### src/videoPkg.sv
/*
 * Shared constants of the raster video subsystem: frame geometry, counter
 * widths, sync and blanking positions, colour and pixel encodings.
 * Referenced by scoped name from the RTL and the testbench.
 */
`default_nettype none

package videoPkg;

    // pixel and line counters
    localparam int CNT_W = 9;
    // counter wraps at all ones
    localparam int H_TOTAL = 512;
    localparam logic [CNT_W-1:0] V_TOTAL = 9'd262;

    // horizontal blanking, high when hdump >= HB_START or hdump < HB_END
    localparam logic [CNT_W-1:0] HB_START = 9'd448;
    localparam logic [CNT_W-1:0] HB_END   = 9'd64;

    // vertical pre-blank, 224 visible lines in between
    localparam logic [CNT_W-1:0] VB_FIRST = 9'd14;
    localparam logic [CNT_W-1:0] VB_LAST  = 9'd237;

    // sync edges
    localparam logic [CNT_W-1:0] HS_START = 9'd478;
    localparam logic [CNT_W-1:0] HS_END   = 9'd18;
    // VS only moves at HS_START on these lines
    localparam logic [CNT_W-1:0] VS_START = 9'd251;
    localparam logic [CNT_W-1:0] VS_END   = 9'd255;

    // pattern colour
    localparam int COL_W = 4;
    localparam logic [COL_W-1:0] TRANSPARENT = 4'd0;

    // output pixel is {layer index, colour}
    localparam int LAYER_W = 2;
    localparam int PIX_W   = LAYER_W + COL_W;
    localparam logic [PIX_W-1:0] BLANK_PIX = '0;

    // register select codes of the write strobe
    localparam int SEL_W = 2;
    localparam logic [SEL_W-1:0] SEL_HSCROLL  = 2'd0;
    localparam logic [SEL_W-1:0] SEL_VSCROLL  = 2'd1;
    localparam logic [SEL_W-1:0] SEL_PRIORITY = 2'd2;

endpackage

`default_nettype wire

### src/layerScan.sv
/*
 * One layer scanner. Applies the layer's scroll to the render position and
 * draws an arithmetic pattern in place of tile memory.
 * Colour is registered on cen, one step after the hdump/vrender it used.
 */
`default_nettype none

module layerScan #(
    parameter int LAYER_ID = 0
) (
    input  wire                          clk,
    input  wire                          rstN,
    input  wire                          cen,
    input  wire  [videoPkg::CNT_W-1:0]   hdump,
    input  wire  [videoPkg::CNT_W-1:0]   vrender,
    input  wire  [videoPkg::CNT_W-1:0]   hScroll,
    input  wire  [videoPkg::CNT_W-1:0]   vScroll,
    output logic [videoPkg::COL_W-1:0]   colour
);

    // scrolled position, modulo 512 by width
    logic [videoPkg::CNT_W-1:0] scrX;
    logic [videoPkg::CNT_W-1:0] scrY;
    logic [videoPkg::COL_W-1:0] pattern;

    assign scrX = hdump + hScroll;
    assign scrY = vrender + vScroll;

    // checker of x xor y, offset per layer so layers differ
    // a zero result is simply a transparent pixel
    assign pattern = (scrX[videoPkg::COL_W-1:0] ^ scrY[videoPkg::COL_W-1:0])
                   + videoPkg::COL_W'(LAYER_ID);

    always_ff @(posedge clk or negedge rstN) begin
        if (!rstN) begin
            colour <= videoPkg::TRANSPARENT;
        end else if (cen) begin
            colour <= pattern;
        end
    end

endmodule

`default_nettype wire

### src/pixelMixer.sv
/*
 * Final pixel mixer. Walks the priority order front to back, keeps the first
 * opaque layer and outputs {layer, colour}; blank outside the active area.
 * Registered on cen with HB/VB delayed alongside to stay aligned.
 */
`default_nettype none

module pixelMixer #(
    parameter int NUM_LAYERS = 3
) (
    input  wire                                             clk,
    input  wire                                             rstN,
    input  wire                                             cen,
    input  wire  [NUM_LAYERS-1:0][videoPkg::COL_W-1:0]      colour,
    input  wire  [NUM_LAYERS-1:0][videoPkg::LAYER_W-1:0]    priorityOrder,
    input  wire                                             HB,
    input  wire                                             VB,
    output logic [videoPkg::PIX_W-1:0]                      pixel,
    output logic                                            pixelLayerOk,
    output logic                                            HBout,
    output logic                                            VBout
);

    logic [videoPkg::LAYER_W-1:0] selLayer;
    logic [videoPkg::COL_W-1:0]   selColour;
    logic                         selOk;

    // back to front so the front-most opaque layer is written last
    always_comb begin
        selLayer  = '0;
        selColour = videoPkg::TRANSPARENT;
        selOk     = 1'b0;
        for (int s = NUM_LAYERS - 1; s >= 0; s--) begin
            if (colour[priorityOrder[s]] != videoPkg::TRANSPARENT) begin
                selLayer  = priorityOrder[s];
                selColour = colour[priorityOrder[s]];
                selOk     = 1'b1;
            end
        end
    end

    always_ff @(posedge clk or negedge rstN) begin
        if (!rstN) begin
            pixel        <= videoPkg::BLANK_PIX;
            pixelLayerOk <= 1'b0;
            HBout        <= 1'b1;
            VBout        <= 1'b1;
        end else if (cen) begin
            // HB/VB here already match the scanner colours
            HBout <= HB;
            VBout <= VB;
            if (HB || VB || !selOk) begin
                pixel        <= videoPkg::BLANK_PIX;
                pixelLayerOk <= 1'b0;
            end else begin
                pixel        <= {selLayer, selColour};
                pixelLayerOk <= 1'b1;
            end
        end
    end

    // an accepted layer never shows the transparent code
    okHasColour: assert property (
        @(posedge clk) disable iff (!rstN)
        pixelLayerOk |-> pixel[videoPkg::COL_W-1:0] != videoPkg::TRANSPARENT
    ) else $error("pixelLayerOk with a transparent colour");

endmodule

`default_nettype wire

### src/scrollRegs.sv
/*
 * Scroll and priority register bank.
 * One hScroll and one vScroll word per layer plus the layer priority order,
 * written by a single-cycle strobe; the new value shows on the next clk.
 */
`default_nettype none

module scrollRegs #(
    parameter int NUM_LAYERS = 3
) (
    input  wire                                                 clk,
    input  wire                                                 rstN,
    input  wire                                                 wrEn,
    input  wire  [videoPkg::LAYER_W-1:0]                        wrLayer,
    input  wire  [videoPkg::SEL_W-1:0]                          wrSel,
    input  wire  [videoPkg::CNT_W-1:0]                          wrData,
    output logic [NUM_LAYERS-1:0][videoPkg::CNT_W-1:0]          hScroll,
    output logic [NUM_LAYERS-1:0][videoPkg::CNT_W-1:0]          vScroll,
    output logic [NUM_LAYERS-1:0][videoPkg::LAYER_W-1:0]        priorityOrder
);

    logic [NUM_LAYERS-1:0][videoPkg::LAYER_W-1:0] newOrder;
    logic layerOk;
    logic orderOk;

    assign layerOk = int'(wrLayer) < NUM_LAYERS;

    // unpack one index per slot, slot 0 in the low bits
    always_comb begin
        orderOk = 1'b1;
        for (int s = 0; s < NUM_LAYERS; s++) begin
            newOrder[s] = wrData[s*videoPkg::LAYER_W +: videoPkg::LAYER_W];
            if (int'(newOrder[s]) >= NUM_LAYERS) begin
                orderOk = 1'b0;
            end
        end
    end

    always_ff @(posedge clk or negedge rstN) begin
        if (!rstN) begin
            hScroll <= '0;
            vScroll <= '0;
            // identity order, layer 0 in front
            for (int s = 0; s < NUM_LAYERS; s++) begin
                priorityOrder[s] <= videoPkg::LAYER_W'(s);
            end
        end else if (wrEn) begin
            case (wrSel)
                videoPkg::SEL_HSCROLL: begin
                    if (layerOk) hScroll[wrLayer] <= wrData;
                end
                videoPkg::SEL_VSCROLL: begin
                    if (layerOk) vScroll[wrLayer] <= wrData;
                end
                // a bad index anywhere drops the whole order
                videoPkg::SEL_PRIORITY: begin
                    if (orderOk) priorityOrder <= newOrder;
                end
                default: ;
            endcase
        end
    end

    // mixer relies on every slot naming a real scanner
    for (genvar s = 0; s < NUM_LAYERS; s++) begin : gPrioCheck
        prioInRange: assert property (
            @(posedge clk) disable iff (!rstN)
            int'(priorityOrder[s]) < NUM_LAYERS
        ) else $error("priority slot %0d holds an invalid layer", s);
    end

endmodule

`default_nettype wire

### src/videoTiming.sv
/*
 * Free-running raster timing generator for a 512 x 262 frame.
 * Advances one pixel on every clk with cen high, produces the dump and
 * render counters, HS/VS sync and HB/VB blanking.
 */
`default_nettype none

module videoTiming (
    input  wire                          clk,
    input  wire                          rstN,
    input  wire                          cen,
    output logic [videoPkg::CNT_W-1:0]   hdump,
    output logic [videoPkg::CNT_W-1:0]   vdump,
    output logic [videoPkg::CNT_W-1:0]   vrender,
    output logic                         HS,
    output logic                         VS,
    output logic                         HB,
    output logic                         VB,
    output logic                         preVB
);

    // two lines of lookahead over vdump
    logic [videoPkg::CNT_W-1:0] vrender1;
    // vertical blank shifter, bit 0 is the pre-blank flag
    logic [1:0] shVB;
    logic       lineEnd;

    assign preVB   = shVB[0];
    assign lineEnd = hdump == videoPkg::CNT_W'(videoPkg::H_TOTAL - 1);

    always_ff @(posedge clk or negedge rstN) begin
        if (!rstN) begin
            hdump    <= '0;
            vdump    <= '0;
            vrender  <= 9'd1;
            vrender1 <= 9'd2;
            HS       <= 1'b0;
            VS       <= 1'b0;
            HB       <= 1'b1;
            VB       <= 1'b1;
            shVB     <= 2'b11;
        end else if (cen) begin
            // 9-bit counter wraps on its own at all ones
            hdump   <= hdump + 1'b1;
            shVB[0] <= vdump < videoPkg::VB_FIRST || vdump > videoPkg::VB_LAST;
            // registered one step after the hdump that sets it
            HB      <= hdump >= videoPkg::HB_START || hdump < videoPkg::HB_END;
            if (hdump == videoPkg::HS_START) begin
                HS <= 1'b1;
                // VS kept in step with the HS rising edge
                if (vdump == videoPkg::VS_START) begin
                    VS <= 1'b1;
                end
                if (vdump == videoPkg::VS_END) begin
                    VS <= 1'b0;
                end
            end
            if (hdump == videoPkg::HS_END) begin
                HS <= 1'b0;
            end
            if (lineEnd) begin
                vrender1 <= vrender1 == videoPkg::V_TOTAL - 1'b1 ? '0 : vrender1 + 1'b1;
                vrender  <= vrender1;
                vdump    <= vrender;
                // VB ends up two line wraps behind the pre-blank flag
                {VB, shVB[1]} <= shVB;
            end
        end
    end

    // VS only ever moves on the cen step taken at HS_START
    vsOnHsStart: assert property (
        @(posedge clk) disable iff (!rstN)
        !$stable(VS) |-> $past(cen) && $past(hdump) == videoPkg::HS_START
    ) else $error("VS changed away from HS_START");

endmodule

`default_nettype wire

### src/videoTop.sv
/*
 * Video subsystem top level: timing generator, scroll/priority registers,
 * NUM_LAYERS layer scanners and the pixel mixer.
 * pixel, HB and VB at the ports belong to the hdump of two cen steps earlier.
 */
`default_nettype none

module videoTop #(
    parameter int NUM_LAYERS = 3
) (
    input  wire                              clk,
    input  wire                              rstN,
    input  wire                              cen,
    input  wire                              wrEn,
    input  wire  [videoPkg::LAYER_W-1:0]     wrLayer,
    input  wire  [videoPkg::SEL_W-1:0]       wrSel,
    input  wire  [videoPkg::CNT_W-1:0]       wrData,
    output wire  [videoPkg::CNT_W-1:0]       hdump,
    output wire  [videoPkg::CNT_W-1:0]       vdump,
    output wire  [videoPkg::CNT_W-1:0]       vrender,
    output wire                              HS,
    output wire                              VS,
    output wire                              HB,
    output wire                              VB,
    output wire  [videoPkg::PIX_W-1:0]       pixel,
    output wire                              pixelLayerOk
);

    // blanking straight from the timing, one step before the mixer
    wire timingHB;
    wire timingVB;

    wire [NUM_LAYERS-1:0][videoPkg::CNT_W-1:0]   hScroll;
    wire [NUM_LAYERS-1:0][videoPkg::CNT_W-1:0]   vScroll;
    wire [NUM_LAYERS-1:0][videoPkg::LAYER_W-1:0] priorityOrder;
    wire [NUM_LAYERS-1:0][videoPkg::COL_W-1:0]   colour;

    // preVB has no consumer here
    videoTiming uTiming (
        .clk     (clk),
        .rstN    (rstN),
        .cen     (cen),
        .hdump   (hdump),
        .vdump   (vdump),
        .vrender (vrender),
        .HS      (HS),
        .VS      (VS),
        .HB      (timingHB),
        .VB      (timingVB),
        .preVB   ()
    );

    scrollRegs #(
        .NUM_LAYERS (NUM_LAYERS)
    ) uRegs (
        .clk           (clk),
        .rstN          (rstN),
        .wrEn          (wrEn),
        .wrLayer       (wrLayer),
        .wrSel         (wrSel),
        .wrData        (wrData),
        .hScroll       (hScroll),
        .vScroll       (vScroll),
        .priorityOrder (priorityOrder)
    );

    // one scanner per layer, index doubles as pattern offset
    for (genvar i = 0; i < NUM_LAYERS; i++) begin : gLayer
        layerScan #(
            .LAYER_ID (i)
        ) uScan (
            .clk     (clk),
            .rstN    (rstN),
            .cen     (cen),
            .hdump   (hdump),
            .vrender (vrender),
            .hScroll (hScroll[i]),
            .vScroll (vScroll[i]),
            .colour  (colour[i])
        );
    end

    pixelMixer #(
        .NUM_LAYERS (NUM_LAYERS)
    ) uMixer (
        .clk           (clk),
        .rstN          (rstN),
        .cen           (cen),
        .colour        (colour),
        .priorityOrder (priorityOrder),
        .HB            (timingHB),
        .VB            (timingVB),
        .pixel         (pixel),
        .pixelLayerOk  (pixelLayerOk),
        .HBout         (HB),
        .VBout         (VB)
    );

endmodule

`default_nettype wire
### config.mk
export PLATFORM = sky130hd
export DESIGN_NAME = videoTop
export DESIGN_NICKNAME = d
export VERILOG_FILES = /design/src/videoPkg.sv /design/src/layerScan.sv /design/src/pixelMixer.sv /design/src/scrollRegs.sv /design/src/videoTiming.sv /design/src/videoTop.sv
export SDC_FILE = /design/constraint.sdc
export NUM_CORES = 1
export LEC_CHECK = 0
export BUFFER_PORTS_ARGS = -buffer_cell sky130_fd_sc_hd__buf_2
export CAP_MARGIN = 20
export CORE_MARGIN = 2
export CORE_UTILIZATION = 43
export CTS_BUF_LIST = sky130_fd_sc_hd__clkbuf_2 sky130_fd_sc_hd__clkbuf_4 sky130_fd_sc_hd__clkbuf_8
export DETAILED_ROUTE_END_ITERATION = 7
export GPL_TIMING_DRIVEN = 0
export HOLD_SLACK_MARGIN = 0.1
export PLACE_DENSITY = 0.68
export REMOVE_ABC_BUFFERS = 1
export SETUP_SLACK_MARGIN = 0.3
export SYNTH_ARGS = -nofsm -noshare
export SYNTH_HDL_FRONTEND = slang
export SYNTH_SLANG_ARGS = --single-unit
export TNS_END_PERCENT = 100
### constraint.sdc
create_clock -name clk -period 3.42 [get_ports clk]
set_input_delay 0.684 -clock clk [delete_from_list [all_inputs] [get_ports clk]]
set_output_delay 0.684 -clock clk [all_outputs]
set_load 0.01 [all_outputs]
==> summary.log <==
[run_status] outcome completed
[clock_tree] Max Buffers Root-to-Sink 2
[sta] WHS 0.307 ns
[clock_tree] CTS tree done
[floorplanning] IO Pins 55
[sta] Total Negative Setup Slacks 0 ns
[layout] commonest non-fill, non-tap cell in the layout sky130_fd_sc_hd__dfrtp_1
[power_and_ir_drop] fraction of power consumed by combinational cells 38.1%
[worst_setup_path] critical path's largest stage delay 0.52 ns
[detailed_routing] mean routed wirelength per cell 15.7 microns
[power_and_ir_drop] relative contribution of sequential cells to total power 42.3%
[placement] area after detailed placement 5320 sq um
[floorplanning] row count 39
[synthesis] proportion of register bits with asynchronous set or reset after synthesis 100%
[sta] measured slew at the worst slew-check pin 0.820 ns
[placement] post-detail-place hpwl 7360 microns
[synthesis] simple-gate area share of the yosys netlist 13.3%
[detailed_routing] wire length after detailed routing 10100 microns
[grt] maximum number of pins on one net before global-route repair 50
[sta] worst setup slack after layout 0.611 ns
[worst_setup_path] kind of capture point of the worst setup path register
[floorplanning] horizontal die dimension 111 microns
[clock_tree] Worst-path clk slew 0.09 ns
[detailed_routing] Via-to-Cell Ratio 5.35
[worst_setup_path] library cell appearing most often on the critical path sky130_fd_sc_hd__xnor2_1
[synthesis] commonest register cell after synthesis sky130_fd_sc_hd__dfrtp_1
[synthesis] dominant combinational cell family by area after synthesis simple AND/OR/NAND/NOR gates
[worst_setup_path] Reg-to-Reg Start uTiming.hdump[0]$_DFFE_PN0P_
[worst_setup_path] r2r worst-path depth 10
[min_path] type of the most critical hold path input port to asynchronous set/reset pin
[synthesis] Post-Synthesis Mean Instance Area 11.1 sq um
[layout] number of antenna cells inserted 0
[synthesis] number of instances in the synthesized netlist 446
[layout] final instance count without filler cells 643
[synthesis] sequential-to-total area share from yosys stat 47.4%
[sta] final-report max-slew violation count 0
[power_and_ir_drop] power density relative to cell area 707 nW/um^2
[layout] fraction of layout instances using a drive strength above 1 25.2%
[power_and_ir_drop] maximum vdd ir drop 0.267 mV
[placement] setup slack at placement 0.471 ns
[worst_setup_path] R2R Setup Slk 0.61 ns
[worst_setup_path] type of the setup path with the least slack register to register
[synthesis] synthesized-area fraction occupied by xor and xnor cells 7.63%
[floorplanning] die height 111 microns
[synthesis] Synth Cell Area 4930 sq um
[placement] Post-Place Cells 627
[worst_setup_path] worst-path fanout max 9
[clock_tree] Sink Count 93
[grt] via count of the first global-routing pass 3445
[floorplanning] Die Footprint 12300 sq um
[sta] RSZ-0062 raised after global routing no
[worst_setup_path] element type at the critical path start register
[sta] tightest slew margin relative to the limit 45.3%
[sta] highest clock frequency the design can meet 356 MHz
[synthesis] number of flip-flops and latches in the synthesized netlist 93
[power_and_ir_drop] Tot Pwr 3.91 mW
[worst_setup_path] source of the critical timing path uTiming.hdump[0]$_DFFE_PN0P_
[sta] post-layout minimum cycle time 2.81 ns
[power_and_ir_drop] power dissipated by switching net loads 1.44 mW
[detailed_routing] Final ANT Viol Nets 0
[sta] Clock Skews 0.0129 ns
[grt] total congestion overflow after global routing 0
[grt] global-route usage over all layers 17.3%
[grt] number of antenna violations at the first check in global routing 0
[synthesis] Synth Area in Compound Gates 8.70%
[floorplanning] core box area 11300 sq um
[placement] Final GP Congestion 0.877
[worst_setup_path] critical path data arrival time 3.06 ns
[layout] fraction of the core area covered by cells at the end of the flow 48.9%
[power_and_ir_drop] internal power component 2.47 mW
[synthesis] number of flops mapped to enable cells by yosys 0
[clock_tree] H-Tree Depth 3
[placement] number of buffers inserted by port buffering 51
[sta] final setup violating endpoints 0
[detailed_routing] remaining routing DRC violations 0
[worst_setup_path] highest-delay cell along the critical path sky130_fd_sc_hd__dfrtp_1
[detailed_routing] violation count after the first detailed-route iteration 126
[layout] final cell area excluding filler cells 5530 sq um
[power_and_ir_drop] sw frac 36.8%
[layout] Layout Area Growth over Synthesis 12.1%
[floorplanning] Initial Util 43.6%
[power_and_ir_drop] Leakage 2.66 nW
[synthesis] multiplexer fraction of the synthesized cell area 11.5%
[worst_setup_path] list of cells traversed by the critical path ha_1 > fa_1 > xnor2_1 > xnor2_1 > ha_1 > xor2_1 > xnor2_1 > xnor2_1 > xnor2_1 > mux2_2
[layout] most used cells in the layout excluding fill and tap cells sky130_fd_sc_hd__dfrtp_1 (83), sky130_fd_sc_hd__nand2_1 (73), sky130_fd_sc_hd__buf_2 (50), sky130_fd_sc_hd__mux2_2 (39), sky130_fd_sc_hd__xnor2_1 (31)
[synthesis] number of warning messages in the yosys log 0
[synthesis] count of distinct cell types in the synthesized netlist 47
[sta] total count of hold-check failures in the final report 0
[detailed_routing] total number of vias 3438
[synthesis] Post-Synth Adder-Cell Area 8.77%
[sta] post-route fraction of the period consumed by the critical path 82.1%
[clock_tree] number of buffers inserted during clock tree synthesis 9
[power_and_ir_drop] share of total power in the clock network 19.6%
[detailed_routing] detailed-router iteration count before antenna repair 4
[layout] count of nets after finishing 543
[clock_tree] Worst-Skew Late Latency 0.37 ns
[clock_tree] Clk Tree Root Cell sky130_fd_sc_hd__clkbuf_8
[worst_setup_path] critical path required time 3.67 ns
[worst_setup_path] Crit Reg-Reg Endpoint gLayer[2].uScan.colour[3]$_DFFE_PN0P_
[grt] wire length of the first global-routing pass 17200 microns
[clock_tree] number of buffers inserted by hold repair at cts 0
[run] Max-cap violations 0
worst max-delay path by stage:
stage                     slack (ns)                                     to  cells past startpoint
after global placement          0.54        uTiming.vrender1[5]$_DFFE_PN0P_                      9
after global routing            0.40  gLayer[2].uScan.colour[3]$_DFFE_PN0P_                     10
final                           0.61  gLayer[2].uScan.colour[3]$_DFFE_PN0P_                     10
after detailed placement        0.47        uTiming.vrender1[3]$_DFFE_PN0P_                      9
after CTS                       0.43        uTiming.vrender1[3]$_DFFE_PN0P_                      9
after floorplan                 0.93  gLayer[2].uScan.colour[3]$_DFFE_PN0P_                      9
per-layer routing:
metal  GRT usage, %  part of all wire (%)  wire length [microns]
met2           28.9                    50                   5060
met4           7.98                   2.1                    213
met5              0                     0                      0
met1           22.5                    44                   4490
met3           2.41                   3.6                    362
flip-flops by register name (all words and copies together) (netlist names):
register	count
uTiming.vrender	9
uTiming.VS	1
uMixer.pixel	6
uTiming.hdump	9
uMixer.pixelLayerOk	1
uTiming.shVB	2
uTiming.VB	1
uRegs.priorityOrder	6
uTiming.vrender1	9
uRegs.hScroll	12
uMixer.HBout	1
uMixer.VBout	1
uTiming.vdump	9
uTiming.HS	1
uRegs.vScroll	12
gLayer.uScan.colour	12
uTiming.HB	1
cell families (layout without fill, tap and decap cells):
family / after synthesis / after routing
AOI/OAI and AO/OA: 62 / 62
xor gates and xnor gates: 43 / 43
adders and majority gates: 31 / 31
buffers and inverters: 28 / 82
DFF: 93 / 93
muxes: 52 / 52
and+or+nand+nor: 137 / 137
synth_stat cells (4+ instances only):
master	count	area share [%]
sky130_fd_sc_hd__a221oi_1	4	0.71
sky130_fd_sc_hd__a21oi_1	16	1.6
sky130_fd_sc_hd__nor2_1	24	1.8
sky130_fd_sc_hd__a21o_1	8	1.2
sky130_fd_sc_hd__o2bb2ai_1	7	1.2
sky130_fd_sc_hd__xor2_1	12	2.1
sky130_fd_sc_hd__dfstp_2	10	5.3
sky130_fd_sc_hd__o21ai_0	10	1.0
sky130_fd_sc_hd__a31oi_1	4	0.51
sky130_fd_sc_hd__mux2_2	39	8.9
sky130_fd_sc_hd__dfrtp_1	83	42
sky130_fd_sc_hd__nand2_1	73	5.6
sky130_fd_sc_hd__clkbuf_1	10	0.76
sky130_fd_sc_hd__ha_1	25	6.3
sky130_fd_sc_hd__nand4_1	7	0.89
sky130_fd_sc_hd__nand3_1	6	0.61
sky130_fd_sc_hd__inv_1	14	1.1
sky130_fd_sc_hd__fa_1	6	2.4
sky130_fd_sc_hd__xnor2_1	31	5.5
sky130_fd_sc_hd__o22ai_1	4	0.51
sky130_fd_sc_hd__mux2i_1	13	2.6
timing repair:
item / CTS / global route
setup endpoints to repair: 0 / 3
setup buffers: 0 / 0
gates resized for setup: 0 / 1
final cells by class:
| type | count | area [sq um] |
|---|---|---|
| clock buffer | 11 | 151 |
| clock inverter | 5 | 58.8 |
| fill | 1054 | 5790 |
| inverter | 14 | 52.6 |
| multi-input combinational | 325 | 2470 |
| sequential | 93 | 2340 |
| tap | 143 | 179 |
| timing repair buffer | 52 | 285 |
critical path, delay by kind of cell (launching register included):
family                     cells  cell delay, ns
muxes                          1            0.28
xor gates and xnor gates       6            0.98
DFF                            1            0.52
adders and majority gates      3            0.90
power by group through the flow:
stage | registers (mW) | logic [mW] | clock network, mW
finish | 1.66 | 1.49 | 0.767
global route | 1.70 | 1.66 | 0.843
CTS | 1.66 | 1.50 | 0.792
detailed placement | 1.68 | 1.48 | 0
global placement | 1.66 | 1.42 | 0
floorplan | 1.61 | 1.10 | 0
Power figures use the tool's default switching activity.
